**src/csr_pkg.sv**
```systemverilog
package csr_pkg;

  ////////////////////////////////////////////////////
  // widths that carry a meaning
  ////////////////////////////////////////////////////

  localparam int N_PERF_COUNTERS = 11;

  typedef logic [11:0]                csr_addr_t;   // csr address
  typedef logic [31:0]                csr_data_t;   // data word, also pc
  typedef logic [1:0]                 csr_op_t;     // access operation
  typedef logic [5:0]                 exc_cause_t;  // bit 5 marks an interrupt
  typedef logic [N_PERF_COUNTERS-1:0] perf_evt_t;   // one bit per counter
  typedef logic [1:0]                 perf_mode_t;  // pcmr, [0] enable [1] saturate

  // access ops
  localparam csr_op_t CSR_OP_NONE  = 2'd0;
  localparam csr_op_t CSR_OP_WRITE = 2'd1;
  localparam csr_op_t CSR_OP_SET   = 2'd2;
  localparam csr_op_t CSR_OP_CLEAR = 2'd3;

  // machine mode map
  localparam csr_addr_t ADDR_MSTATUS  = 12'h300;
  localparam csr_addr_t ADDR_MEPC     = 12'h341;
  localparam csr_addr_t ADDR_MCAUSE   = 12'h342;
  localparam csr_addr_t ADDR_MESTATUS = 12'h7C0;
  localparam csr_addr_t ADDR_MCPUID   = 12'hF00;
  localparam csr_addr_t ADDR_MIMPID   = 12'hF01;
  localparam csr_addr_t ADDR_MHARTID  = 12'hF10;

  // perf counter map
  localparam csr_addr_t  ADDR_PCER     = 12'h7A0;
  localparam csr_addr_t  ADDR_PCMR     = 12'h7A1;
  localparam csr_addr_t  ADDR_PCCR_ALL = 12'h79F;
  localparam logic [6:0] PCCR_BASE_HI  = 7'b0111100;  // window 0x780..0x79F

  localparam csr_data_t  MCPUID_VALUE  = 32'h0080_1100;  // rv32im plus x
  localparam csr_data_t  MIMPID_VALUE  = 32'h0000_8000;
  localparam perf_mode_t PCMR_RESET    = 2'b11;         // enabled, saturating

  // counter slots
  localparam int CNT_CYCLES       = 0;
  localparam int CNT_INSTR        = 1;
  localparam int CNT_LD_STALL     = 2;
  localparam int CNT_JR_STALL     = 3;
  localparam int CNT_IMISS        = 4;
  localparam int CNT_LOAD         = 5;
  localparam int CNT_STORE        = 6;
  localparam int CNT_JUMP         = 7;
  localparam int CNT_BRANCH       = 8;
  localparam int CNT_BRANCH_TAKEN = 9;
  localparam int CNT_COMPRESSED   = 10;

endpackage

```
**src/cs_registers.sv**
```systemverilog
`timescale 1ns/1ps

module cs_registers (
  input  logic                clk,
  input  logic                rst_n,
  input  logic [3:0]          core_id_i,
  input  logic [5:0]          cluster_id_i,
  // csr port
  input  logic                csr_access_i,
  input  csr_pkg::csr_addr_t  csr_addr_i,
  input  csr_pkg::csr_data_t  csr_wdata_i,
  input  csr_pkg::csr_op_t    csr_op_i,
  output csr_pkg::csr_data_t  csr_rdata_o,
  // interrupts and exceptions
  output logic                irq_enable_o,
  output csr_pkg::csr_data_t  mepc_o,
  input  csr_pkg::csr_data_t  pc_if_i,
  input  csr_pkg::csr_data_t  pc_id_i,
  input  csr_pkg::csr_data_t  pc_ex_i,
  input  csr_pkg::csr_data_t  branch_target_i,
  input  logic                data_load_event_ex_i,
  input  logic                exc_save_if_i,
  input  logic                exc_save_id_i,
  input  logic                exc_save_takenbranch_i,
  input  logic                exc_restore_i,
  input  csr_pkg::exc_cause_t exc_cause_i,
  input  logic                save_exc_cause_i,
  // perf events
  input  logic                id_valid_i,
  input  logic                is_compressed_i,
  input  logic                is_decoding_i,
  input  logic                imiss_i,
  input  logic                pc_set_i,
  input  logic                jump_i,
  input  logic                branch_i,
  input  logic                branch_taken_i,
  input  logic                ld_stall_i,
  input  logic                jr_stall_i,
  input  logic                mem_load_i,
  input  logic                mem_store_i
);

  logic                sel_mstatus, sel_mepc, sel_mcause, sel_mestatus;
  logic                sel_pcer, sel_pcmr, sel_pccr, sel_pccr_all;
  logic [4:0]          pccr_index;
  logic                csr_we;
  csr_pkg::csr_data_t  csr_wdata_mod, old_rdata, pccr_rdata;
  logic                mestatus_ie;
  csr_pkg::exc_cause_t mcause;
  csr_pkg::perf_evt_t  pcer;
  csr_pkg::perf_mode_t pcmr;

  csr_access_decode u_decode (
    .csr_access_i, .csr_addr_i, .csr_op_i, .csr_wdata_i,
    .old_rdata_i(old_rdata),
    .sel_mstatus_o(sel_mstatus), .sel_mepc_o(sel_mepc), .sel_mcause_o(sel_mcause),
    .sel_mestatus_o(sel_mestatus), .sel_pcer_o(sel_pcer), .sel_pcmr_o(sel_pcmr),
    .sel_pccr_o(sel_pccr), .sel_pccr_all_o(sel_pccr_all), .pccr_index_o(pccr_index),
    .csr_we_o(csr_we), .csr_wdata_mod_o(csr_wdata_mod)
  );

  machine_csr_regs u_mregs (
    .clk, .rst_n,
    .sel_mstatus_i(sel_mstatus), .sel_mepc_i(sel_mepc), .sel_mcause_i(sel_mcause),
    .sel_mestatus_i(sel_mestatus), .csr_we_i(csr_we), .csr_wdata_mod_i(csr_wdata_mod),
    .pc_if_i, .pc_id_i, .pc_ex_i, .branch_target_i,
    .exc_save_if_i, .exc_save_id_i, .exc_save_takenbranch_i, .data_load_event_ex_i,
    .exc_restore_i, .save_exc_cause_i, .exc_cause_i,
    .mstatus_ie_o(irq_enable_o), .mestatus_ie_o(mestatus_ie),
    .mepc_o, .mcause_o(mcause)
  );

  perf_counter_bank u_perf (
    .clk, .rst_n,
    .sel_pcer_i(sel_pcer), .sel_pcmr_i(sel_pcmr), .sel_pccr_i(sel_pccr),
    .sel_pccr_all_i(sel_pccr_all), .pccr_index_i(pccr_index),
    .csr_we_i(csr_we), .csr_wdata_mod_i(csr_wdata_mod),
    .id_valid_i, .is_compressed_i, .is_decoding_i, .imiss_i, .pc_set_i,
    .jump_i, .branch_i, .branch_taken_i, .ld_stall_i, .jr_stall_i,
    .mem_load_i, .mem_store_i,
    .pcer_o(pcer), .pcmr_o(pcmr), .pccr_rdata_o(pccr_rdata)
  );

  csr_read_assemble u_read (
    .csr_addr_i, .core_id_i, .cluster_id_i,
    .mstatus_ie_i(irq_enable_o), .mestatus_ie_i(mestatus_ie),
    .mepc_i(mepc_o), .mcause_i(mcause), .pcer_i(pcer), .pcmr_i(pcmr),
    .pccr_rdata_i(pccr_rdata),
    .csr_rdata_o, .old_rdata_o(old_rdata)
  );

endmodule

```
**src/csr_access_decode.sv**
```systemverilog
`timescale 1ns/1ps

module csr_access_decode (
  input  logic                csr_access_i,
  input  csr_pkg::csr_addr_t  csr_addr_i,
  input  csr_pkg::csr_op_t    csr_op_i,
  input  csr_pkg::csr_data_t  csr_wdata_i,
  input  csr_pkg::csr_data_t  old_rdata_i,   // same word the read port shows
  output logic                sel_mstatus_o,
  output logic                sel_mepc_o,
  output logic                sel_mcause_o,
  output logic                sel_mestatus_o,
  output logic                sel_pcer_o,
  output logic                sel_pcmr_o,
  output logic                sel_pccr_o,
  output logic                sel_pccr_all_o,
  output logic [4:0]          pccr_index_o,
  output logic                csr_we_o,
  output csr_pkg::csr_data_t  csr_wdata_mod_o
);

  logic in_pccr_window;  // 0x780..0x79F

  ////////////////////////////////////////////////////
  // register selects
  ////////////////////////////////////////////////////

  assign in_pccr_window = (csr_addr_i[11:5] == csr_pkg::PCCR_BASE_HI);

  // selects only fire on a real access
  assign sel_mstatus_o  = csr_access_i && (csr_addr_i == csr_pkg::ADDR_MSTATUS);
  assign sel_mepc_o     = csr_access_i && (csr_addr_i == csr_pkg::ADDR_MEPC);
  assign sel_mcause_o   = csr_access_i && (csr_addr_i == csr_pkg::ADDR_MCAUSE);
  assign sel_mestatus_o = csr_access_i && (csr_addr_i == csr_pkg::ADDR_MESTATUS);
  assign sel_pcer_o     = csr_access_i && (csr_addr_i == csr_pkg::ADDR_PCER);
  assign sel_pcmr_o     = csr_access_i && (csr_addr_i == csr_pkg::ADDR_PCMR);
  assign sel_pccr_o     = csr_access_i && in_pccr_window;  // 0x79F falls in here too
  assign sel_pccr_all_o = csr_access_i && (csr_addr_i == csr_pkg::ADDR_PCCR_ALL);

  assign pccr_index_o   = csr_addr_i[4:0];  // low bits pick the counter

  ////////////////////////////////////////////////////
  // op rule, one word for every register
  ////////////////////////////////////////////////////

  assign csr_we_o = (csr_op_i != csr_pkg::CSR_OP_NONE);

  always_comb begin
    case (csr_op_i)
      csr_pkg::CSR_OP_SET:   csr_wdata_mod_o = old_rdata_i | csr_wdata_i;
      csr_pkg::CSR_OP_CLEAR: csr_wdata_mod_o = old_rdata_i & ~csr_wdata_i;
      default:               csr_wdata_mod_o = csr_wdata_i;  // write, none
    endcase
  end

endmodule

```
**src/csr_read_assemble.sv**
```systemverilog
`timescale 1ns/1ps

module csr_read_assemble (
  input  csr_pkg::csr_addr_t   csr_addr_i,
  input  logic [3:0]           core_id_i,
  input  logic [5:0]           cluster_id_i,
  input  logic                 mstatus_ie_i,
  input  logic                 mestatus_ie_i,
  input  csr_pkg::csr_data_t   mepc_i,
  input  csr_pkg::exc_cause_t  mcause_i,
  input  csr_pkg::perf_evt_t   pcer_i,
  input  csr_pkg::perf_mode_t  pcmr_i,
  input  csr_pkg::csr_data_t   pccr_rdata_i,
  output csr_pkg::csr_data_t   csr_rdata_o,
  output csr_pkg::csr_data_t   old_rdata_o
);

  csr_pkg::csr_data_t rdata;

  always_comb begin
    case (csr_addr_i)
      csr_pkg::ADDR_MSTATUS:  rdata = {29'b0, 2'b11, mstatus_ie_i};   // always m-mode
      csr_pkg::ADDR_MESTATUS: rdata = {29'b0, 2'b11, mestatus_ie_i};
      csr_pkg::ADDR_MEPC:     rdata = mepc_i;
      csr_pkg::ADDR_MCAUSE:   rdata = {mcause_i[5], 26'b0, mcause_i[4:0]};  // irq flag on top
      csr_pkg::ADDR_MCPUID:   rdata = csr_pkg::MCPUID_VALUE;
      csr_pkg::ADDR_MIMPID:   rdata = csr_pkg::MIMPID_VALUE;
      csr_pkg::ADDR_MHARTID:  rdata = {21'b0, cluster_id_i, 1'b0, core_id_i};
      csr_pkg::ADDR_PCER:     rdata = {{(32 - csr_pkg::N_PERF_COUNTERS){1'b0}}, pcer_i};
      csr_pkg::ADDR_PCMR:     rdata = {30'b0, pcmr_i};
      default: begin
        // counter window, else unmapped reads 0
        if (csr_addr_i[11:5] == csr_pkg::PCCR_BASE_HI) rdata = pccr_rdata_i;
        else                                           rdata = '0;
      end
    endcase
  end

  assign csr_rdata_o = rdata;
  assign old_rdata_o = rdata;  // feeds set and clear

endmodule

```
**src/machine_csr_regs.sv**
```systemverilog
`timescale 1ns/1ps

module machine_csr_regs (
  input  logic                 clk,
  input  logic                 rst_n,
  input  logic                 sel_mstatus_i,
  input  logic                 sel_mepc_i,
  input  logic                 sel_mcause_i,
  input  logic                 sel_mestatus_i,
  input  logic                 csr_we_i,
  input  csr_pkg::csr_data_t   csr_wdata_mod_i,
  input  csr_pkg::csr_data_t   pc_if_i,
  input  csr_pkg::csr_data_t   pc_id_i,
  input  csr_pkg::csr_data_t   pc_ex_i,
  input  csr_pkg::csr_data_t   branch_target_i,
  input  logic                 exc_save_if_i,
  input  logic                 exc_save_id_i,
  input  logic                 exc_save_takenbranch_i,
  input  logic                 data_load_event_ex_i,
  input  logic                 exc_restore_i,
  input  logic                 save_exc_cause_i,
  input  csr_pkg::exc_cause_t  exc_cause_i,
  output logic                 mstatus_ie_o,
  output logic                 mestatus_ie_o,
  output csr_pkg::csr_data_t   mepc_o,
  output csr_pkg::exc_cause_t  mcause_o
);

  logic                mstatus_q, mstatus_n;
  logic                mestatus_q, mestatus_n;
  csr_pkg::csr_data_t  mepc_q, mepc_n;
  csr_pkg::exc_cause_t mcause_q, mcause_n;
  logic                exc_save;

  assign exc_save = exc_save_if_i | exc_save_id_i | exc_save_takenbranch_i;

  always_comb begin
    mstatus_n  = mstatus_q;
    mestatus_n = mestatus_q;
    mepc_n     = mepc_q;
    mcause_n   = mcause_q;

    // software writes first, lowest priority
    if (csr_we_i && sel_mstatus_i)  mstatus_n  = csr_wdata_mod_i[0];
    if (csr_we_i && sel_mestatus_i) mestatus_n = csr_wdata_mod_i[0];
    if (csr_we_i && sel_mepc_i)     mepc_n     = csr_wdata_mod_i;
    if (csr_we_i && sel_mcause_i) begin
      mcause_n = {csr_wdata_mod_i[31], csr_wdata_mod_i[4:0]};  // read layout
    end

    if (exc_save) begin
      mestatus_n = mstatus_q;  // stash ie
      mstatus_n  = 1'b0;       // irqs off in handler
      if (data_load_event_ex_i)        mepc_n = pc_ex_i;  // load fault in ex
      else if (exc_save_takenbranch_i) mepc_n = branch_target_i;
      else if (exc_save_if_i)          mepc_n = pc_if_i;
      else                             mepc_n = pc_id_i;
    end

    if (save_exc_cause_i) mcause_n  = exc_cause_i;
    if (exc_restore_i)    mstatus_n = mestatus_q;  // back from handler
  end

  always_ff @(posedge clk or negedge rst_n) begin
    if (!rst_n) begin
      mstatus_q  <= 1'b0;
      mestatus_q <= 1'b0;
      mepc_q     <= '0;
      mcause_q   <= '0;
    end else begin
      mstatus_q  <= mstatus_n;
      mestatus_q <= mestatus_n;
      mepc_q     <= mepc_n;
      mcause_q   <= mcause_n;
    end
  end

  assign mstatus_ie_o  = mstatus_q;
  assign mestatus_ie_o = mestatus_q;
  assign mepc_o        = mepc_q;
  assign mcause_o      = mcause_q;

endmodule

```
**src/perf_counter_bank.sv**
```systemverilog
`timescale 1ns/1ps

module perf_counter_bank (
  input  logic                clk,
  input  logic                rst_n,
  input  logic                sel_pcer_i,
  input  logic                sel_pcmr_i,
  input  logic                sel_pccr_i,
  input  logic                sel_pccr_all_i,
  input  logic [4:0]          pccr_index_i,
  input  logic                csr_we_i,
  input  csr_pkg::csr_data_t  csr_wdata_mod_i,
  input  logic                id_valid_i,       // id stage done
  input  logic                is_compressed_i,
  input  logic                is_decoding_i,
  input  logic                imiss_i,
  input  logic                pc_set_i,
  input  logic                jump_i,
  input  logic                branch_i,
  input  logic                branch_taken_i,
  input  logic                ld_stall_i,
  input  logic                jr_stall_i,
  input  logic                mem_load_i,
  input  logic                mem_store_i,
  output csr_pkg::perf_evt_t  pcer_o,
  output csr_pkg::perf_mode_t pcmr_o,
  output csr_pkg::csr_data_t  pccr_rdata_o      // counter at pccr_index_i
);

  localparam int N = csr_pkg::N_PERF_COUNTERS;

  logic                id_valid_q;
  csr_pkg::perf_evt_t  evt, inc, inc_q;
  csr_pkg::perf_evt_t  pcer_q;
  csr_pkg::perf_mode_t pcmr_q;
  csr_pkg::csr_data_t  cnt_q [N];
  csr_pkg::csr_data_t  cnt_n [N];

  ////////////////////////////////////////////////////
  // event lines
  ////////////////////////////////////////////////////

  assign evt[csr_pkg::CNT_CYCLES]       = 1'b1;
  assign evt[csr_pkg::CNT_INSTR]        = id_valid_i & is_decoding_i;
  assign evt[csr_pkg::CNT_LD_STALL]     = ld_stall_i & id_valid_q;   // load use hazard
  assign evt[csr_pkg::CNT_JR_STALL]     = jr_stall_i & id_valid_q;
  assign evt[csr_pkg::CNT_IMISS]        = imiss_i & ~pc_set_i;       // not jumps
  assign evt[csr_pkg::CNT_LOAD]         = mem_load_i;
  assign evt[csr_pkg::CNT_STORE]        = mem_store_i;
  assign evt[csr_pkg::CNT_JUMP]         = jump_i & id_valid_q;
  assign evt[csr_pkg::CNT_BRANCH]       = branch_i & id_valid_q;
  assign evt[csr_pkg::CNT_BRANCH_TAKEN] = branch_i & branch_taken_i & id_valid_q;
  assign evt[csr_pkg::CNT_COMPRESSED]   = id_valid_i & is_decoding_i & is_compressed_i;

  assign inc = evt & pcer_q & {N{pcmr_q[0]}};  // per-counter and global enable

  ////////////////////////////////////////////////////
  // counter next state
  ////////////////////////////////////////////////////

  always_comb begin
    for (int i = 0; i < N; i++) begin
      cnt_n[i] = cnt_q[i];
      // saturate holds at all ones, else wraps
      if (inc_q[i] && ((cnt_q[i] != '1) || !pcmr_q[1])) cnt_n[i] = cnt_q[i] + 32'd1;
      if (csr_we_i && sel_pccr_i && (sel_pccr_all_i || (pccr_index_i == i[4:0]))) begin
        cnt_n[i] = csr_wdata_mod_i;  // sw write beats the increment
      end
    end
  end

  always_ff @(posedge clk or negedge rst_n) begin
    if (!rst_n) begin
      id_valid_q <= 1'b0;
      inc_q      <= '0;
      pcer_q     <= '0;
      pcmr_q     <= csr_pkg::PCMR_RESET;
      for (int i = 0; i < N; i++) cnt_q[i] <= '0;
    end else begin
      id_valid_q <= id_valid_i;
      inc_q      <= inc;  // one cycle to the counter
      if (csr_we_i && sel_pcer_i) pcer_q <= csr_wdata_mod_i[N-1:0];
      if (csr_we_i && sel_pcmr_i) pcmr_q <= csr_wdata_mod_i[1:0];
      for (int i = 0; i < N; i++) cnt_q[i] <= cnt_n[i];
    end
  end

  assign pcer_o       = pcer_q;
  assign pcmr_o       = pcmr_q;
  assign pccr_rdata_o = (pccr_index_i < 5'(N)) ? cnt_q[pccr_index_i[3:0]] : '0;  // 0x79F reads 0

endmodule

```
**config.mk**
```make
export PLATFORM = sky130hd
export DESIGN_NAME = cs_registers
export DESIGN_NICKNAME = d
export VERILOG_FILES = /design/src/csr_pkg.sv /design/src/cs_registers.sv /design/src/csr_access_decode.sv /design/src/csr_read_assemble.sv /design/src/machine_csr_regs.sv /design/src/perf_counter_bank.sv
export SDC_FILE = /design/constraint.sdc
export NUM_CORES = 1
export LEC_CHECK = 0
export ABC_CLOCK_PERIOD_IN_PS = 16700
export BUFFER_PORTS_ARGS = -buffer_cell sky130_fd_sc_hd__clkbuf_2
export CAP_MARGIN = 20
export CORE_MARGIN = 2
export CORE_UTILIZATION = 50
export DETAILED_ROUTE_END_ITERATION = 16
export PLACE_DENSITY = 0.69
export RECOVER_POWER = 25
export SKIP_CTS_REPAIR_TIMING = 1
export SLEW_MARGIN = 20
export SYNTH_ARGS = -nofsm -noshare
export SYNTH_HDL_FRONTEND = slang
export SYNTH_HIERARCHICAL = 1
export SYNTH_SLANG_ARGS = --single-unit
```
**constraint.sdc**
```tcl
create_clock -name clk -period 16.7 [get_ports clk]
set_input_delay 5.01 -clock clk [delete_from_list [all_inputs] [get_ports clk]]
set_output_delay 5.01 -clock clk [all_outputs]
set_load 0.005 [all_outputs]
```
==> Word-level counts from Yosys, hierarchy flattened <==
Index checks and enable logic that the tools add are counted.
Widths: inputs -> output; s select.
{ "op_classes": {"mux": 41, "addsub": 11, "n_reduce_logical": 77, "n_bitwise": 18, "n_lt_le_gt_ge": 2, "eq_ne": 34} }
{ "ops": {"columns": ["op", "count"], "rows": [
  ["$mux 32", 31],
  ["$add 32x1->32 const B", 11],
  ["$ne 32x32->1 const B", 11],
  ["$pmux 32 s9", 1],
  ["$bmux 32 s4", 1],
  ["$pmux 32 s2", 1],
  ["$eq 12x11->1 const B", 4],
  ["$logic_and 1x1->1", 37],
  ["$eq 12x10->1 const B", 3],
  ["$eq 12x12->1 const B", 3],
  ["$and 32x32->32", 1],
  ["$not 32->32", 1],
  ["$or 32x32->32", 1],
  ["$reduce_bool 2->1", 15],
  ["$and 11x11->11", 2],
  ["$logic_or 1x1->1", 22],
  ["$eq 5x3->1 const B", 4],
  ["$eq 5x4->1 const B", 3],
  ["$mux 6", 2],
  ["$eq 5x2->1 const B", 2],
  ["$and 1x1->1", 9],
  ["$eq 7x6->1 const B", 1],
  ["$eq 5x1->1 const B", 1],
  ["$ge 5x5->1 const B", 1],
  ["other kinds (9)", 15]
]} }
{ "word_totals": {"out_inout_bits": 65, "register_bits": 417, "in_bits": 211} }

==> Longest topological paths before layout <==
{ "logic_depth": {"depth_word": 12, "mapped_depth": 17} }

==> Cells and area by module <==
Netlist, hierarchy kept.
{ "by_module_without_submodules": {"columns": ["module", "area_each_um2", "cells_each", "seq_area_each_um2", "instances"], "rows": [
  ["perf_counter_bank", 25921.1, 3083, 9436.6, 1],
  ["machine_csr_regs", 3075.4, 329, 1001.0, 1],
  ["csr_read_assemble", 1093.5, 149, 0.0, 1],
  ["csr_access_decode", 568.0, 100, 0.0, 1]
]} }

==> Worst setup path after synthesis <==
No wires, ideal clock.
{ "synth_timing": {"kind": "input to output", "startpoint": "input csr_addr_i[1]", "endpoint": "output csr_rdata_o[9]", "cell_stages": 9, "path_buffers": 4, "setup_slack_ns": 4.325, "arrival_ns": 7.365, "cell_sequence": "buf_4 clkbuf_1 buf_1 clkbuf_1 mux4_2 nor2b_1 o21a_1 a222oi_1 nand2_1"} }
{ "synth_via": {"elab_chain_len": 7, "word_cells_on_any_way": 17, "cone_classes": "1 x order compare; 9 x eq/ne; 6 x mux; 1 x bitwise"} }
{ "synth_lines": {"columns": ["item", "line", "rtl"], "rows": [
  ["start, declared", "cs_registers.sv:10", "input csr_pkg::csr_addr_t csr_addr_i,"],
  ["$not 4->5 (not written as such)", "perf_counter_bank.sv:90", "assign pccr_rdata_o = (pccr_index_i < 5'(N)) ? cnt_q[pccr_index_i[3:0]] : '0;"],
  ["$bmux 32 s4", "perf_counter_bank.sv:90", null],
  ["$mux 32 (not written as such) (2 in series)", "perf_counter_bank.sv:90", null],
  ["$mux 32 *", "perf_counter_bank.sv:90", null],
  ["net pccr_rdata[9]", "cs_registers.sv:47", "csr_pkg::csr_data_t csr_wdata_mod, old_rdata, pccr_rdata;"],
  ["$mux 32 *", "csr_read_assemble.sv:33", "if (csr_addr_i[11:5] == csr_pkg::PCCR_BASE_HI) rdata = pccr_rdata_i;"],
  ["$pmux 32 s9 *", "csr_read_assemble.sv:21", "case (csr_addr_i)"],
  ["end, declared", "cs_registers.sv:13", "output csr_pkg::csr_data_t csr_rdata_o,"]
]} }
The timed path passes the listed nets; every way through them passes the cells marked *. The select of a mux whose other input is x is not followed.

==> Final worst setup path <==
{ "layout_timing": {"startpoint": "input csr_addr_i[0]", "endpoint": "output csr_rdata_o[15]"} }
Same word-level chain as after synthesis.

==> results.sh <==
export IMPL_clkPwrFrac_pct=47.2
export IMPL_placedCellCount=4461
export IMPL_die_w_um=252
export IMPL_r2r_worst_path_cells=11
export IMPL_remaining_drc_errors=0
export IMPL_slew_violations=267
export IMPL_ys_seq_area_share_pct=34.0
export IMPL_worstPathArrival_ns=8.15
export IMPL_finalSetupViolCount=0
export IMPL_p_leak_nw=13.5
export IMPL_rrSetupSlack_ns=13.15
export IMPL_dieArea_um2=63300
export IMPL_synth_cell_types=97
export IMPL_power_density_nw_per_um2=74.8
export IMPL_syn_inst=3661
export IMPL_synth_fp_nets=3883
export IMPL_viasPerCell=7.08
export IMPL_cts_buffers=50
export IMPL_synth_edff_count=0
export IMPL_vias=32302
export IMPL_grt_max_degree=108
export IMPL_synthesis_area_um2=30700
export IMPL_final_common_cell="dfrtp_1"
export IMPL_max_freq_ghz=0.0760
export IMPL_hold_path_class="reg2reg"
export IMPL_die_y_um=252
export IMPL_finalSetupTns_ns=0
export IMPL_dp_slack_ns=3.65
export IMPL_p_sw_uw=712
export IMPL_gr_total_overflow=0
export IMPL_crit_fanout=61
export IMPL_final_cell_mix="415 x dfrtp_1, 360 x nand2_1, 338 x nor2_1, 266 x clkbuf_2, 237 x a31oi_1"
export IMPL_max_cap_viol_count=4
export IMPL_detail_route_antenna_nets=0
export IMPL_period_share_pct=78.8
export IMPL_avgSynthCellArea_um2=8.37
export IMPL_async_flop_share_pct=100
export IMPL_drt_iter0_markers=4872
export IMPL_grt_pass1_vias=28785
export IMPL_cts_tree="built"
export IMPL_startpoint_type="input pin"
export IMPL_holdPathEnd="u_perf/pcer_o[0]"
export IMPL_clockBufferDepth=3
export IMPL_layout_cells_non_filler=4561
export IMPL_portBuffers=275
export IMPL_cp_required_ns=11.69
export IMPL_rows=90
export IMPL_ys_warn_count=6
export IMPL_drive_above_1_share_pct=16.4
export IMPL_failed_checks="max-capacitance violations, max-slew violations"
export IMPL_wl_per_cell_um=28.7
export IMPL_reg2reg_from="u_perf/cnt_q[55]"
export IMPL_dpl_cell_area_um2=32200
export IMPL_areaGrowthSynthToFinish_pct=10.9
export IMPL_antenna_found_initial=11
export IMPL_whs_path_depth=1
export IMPL_fill_cells=5508
export IMPL_ys_ff_latch=417
export IMPL_start_util_pct=50.7
export IMPL_core_um2=60500
export IMPL_wirelength_mm=131
export IMPL_worstSetupEndpointType="output port"
export IMPL_fin_ws_ns=3.54
export IMPL_firstDrtPassIters=6
export IMPL_stdcell_area_um2=34000
export IMPL_grt_pass1_wl_mm=190
export IMPL_place_hpwl_mm=93.7
export IMPL_place_congestion=1.01
export IMPL_finalCriticalPeriod_ns=13.16
export IMPL_netSwitchingFraction_pct=28.0
export IMPL_irDropWorstVdd_mv=0.0689
export IMPL_comb_power_share_pct=11.5
export IMPL_tightestPinTransition_ns=6.28
export IMPL_min_from="u_perf/pcer_o[0]"
export IMPL_p_int_mw=1.83
export IMPL_maxSlewHeadroom_pct=-318
export IMPL_grt_setup_unrepaired="no"
export IMPL_grt_usage_pct=40.3
export IMPL_clkTransAtPathRegs_ns=0.06
export IMPL_skew_ns=0.0299
export IMPL_ios=276
export IMPL_status="complete, but fails checks"
export IMPL_hold_violations=0
export IMPL_clock_sinks=417
export IMPL_htreeDepth=2
export IMPL_clk_latency_ns=0.63
export IMPL_p_seq_share_pct=41.3
export IMPL_clockRootBuffer="clkbuf_16"
export IMPL_nNetsFinal=3953
export IMPL_r2r_end="u_perf/cnt_q[23]"
export IMPL_synth_main_ff_cell="dfrtp_1"
export IMPL_crit_type="in2out"
-- sequential cells by signal, summed over array words and instances, names as in the netlist --
register	cells
u_perf/cnt_q	352
u_perf/inc_q	11
u_mregs/mepc_o	32
u_perf/pcmr_o	2
u_mregs/mestatus_ie_o	1
u_mregs/mcause_o	6
u_perf/id_valid_q	1
u_mregs/mstatus_ie_o	1
u_perf/pcer_o	11
-- synth_stat cells, drive strengths merged (33+ instances only) --
cell type / n / area [um^2]
dfrtp: 415 / 10400
nand2: 362 / 1360
nor2: 338 / 1270
a31oi: 237 / 1480
o21ai: 229 / 1150
clkbuf: 219 / 825
nand3: 175 / 876
a21oi: 158 / 791
or3: 155 / 971
nand4: 122 / 769
or4: 98 / 747
buf: 97 / 688
xnor2: 77 / 674
and3: 73 / 457
o31ai: 71 / 533
mux4: 64 / 1440
inv: 58 / 218
o211ai: 55 / 488
a211oi: 50 / 375
and4: 50 / 439
mux2i: 49 / 490
mux2: 46 / 582
nor2b: 38 / 245
and2: 37 / 231
nor3: 36 / 196
nor4: 36 / 274
nand2b: 34 / 213
o21a: 34 / 255
a32oi: 33 / 289
-- through the flow --
step | utilization (%) | power, mW | hold WS, ns
after floorplan | - | 1.19 | 0.474
after global placement | 53.3 | 1.35 | 0.502
after detailed placement | 53.3 | 1.35 | 0.512
after CTS | 56.2 | 2.54 | 0.525
after global routing | 56.2 | 2.60 | 0.549
final | 56.2 | 2.54 | 0.530
-- layer usage --
layer  GRT usage, %  up-vias  routed length, um
met5              0        -                 58
met3           8.75      467              16400
met1           53.5    15500              48600
met2           60.4     2321              56500
met4           23.8        8               9180
li1               -    14006                  -
-- worst max-delay path, stage by stage --
cell      delay (ns)
buf_6           0.46
buf_4           0.84
mux2i_1         0.17
nor2_1          0.14
a21oi_1         0.06
a211oi_1        0.45
o21a_1          0.18
a32oi_1         0.06
o21ai_0         0.47
clkbuf_2        0.20
-- worst max path at each step --
stage | from | to | cells after the start | slack (ns)
floorplan | csr_addr_i[1] | csr_rdata_o[9] | 9 | 4.32
global placement | csr_addr_i[1] | csr_rdata_o[15] | 9 | 3.67
detailed placement | csr_addr_i[1] | csr_rdata_o[30] | 8 | 3.65
CTS | csr_addr_i[1] | csr_rdata_o[30] | 8 | 3.63
global route | rst_n | u_perf/cnt_q[22] | 3 | 3.41
finish | csr_addr_i[0] | csr_rdata_o[15] | 10 | 3.54
-- area by class of cell --
class	instances	area, um^2	share of cell area [%]
Timing Repair Buffer	334	1810	5.32
Clock buffer	73	1510	4.44
Sequential cell	417	10400	30.7
Antenna cell	7	17.5	0.0515
Multi-Input combinational cell	2870	18800	55.2
Tap cell	782	978	2.88
Inverter	58	218	0.641
Clock inverter	20	256	0.755
-- power by group through the flow --
| stage | Sequential, mW | Clock (mW) | Combinational, mW |
|---|---|---|---|
| 2_1_floorplan | 1.05 | 0 | 0.137 |
| 3_3_place_gp | 1.07 | 0 | 0.280 |
| 3_5_place_dp | 1.07 | 0 | 0.282 |
| 4_1_cts | 1.05 | 1.20 | 0.283 |
| 5_1_grt | 1.05 | 1.24 | 0.303 |
| 6_report | 1.05 | 1.20 | 0.292 |
-- cells by family (layout without fill, tap and decap cells) --
| logic type | count (synthesis) | in the layout | synth area share, % |
|---|---|---|---|
| XOR/XNOR | 86 | 86 | 2.46 |
| AO/OA/AOI/OAI | 1001 | 1001 | 21.3 |
| flip-flops | 417 | 417 | 34.0 |
| adder cells (fa/ha/maj) | 11 | 11 | 0.449 |
| other | 0 | 7 | 0 |
| AND/OR/NAND/NOR | 1613 | 1613 | 27.9 |
| multiplexers | 159 | 159 | 8.20 |
| buffers and inverters | 374 | 485 | 5.64 |
Note: power is estimated with default switching activity, not from simulation.
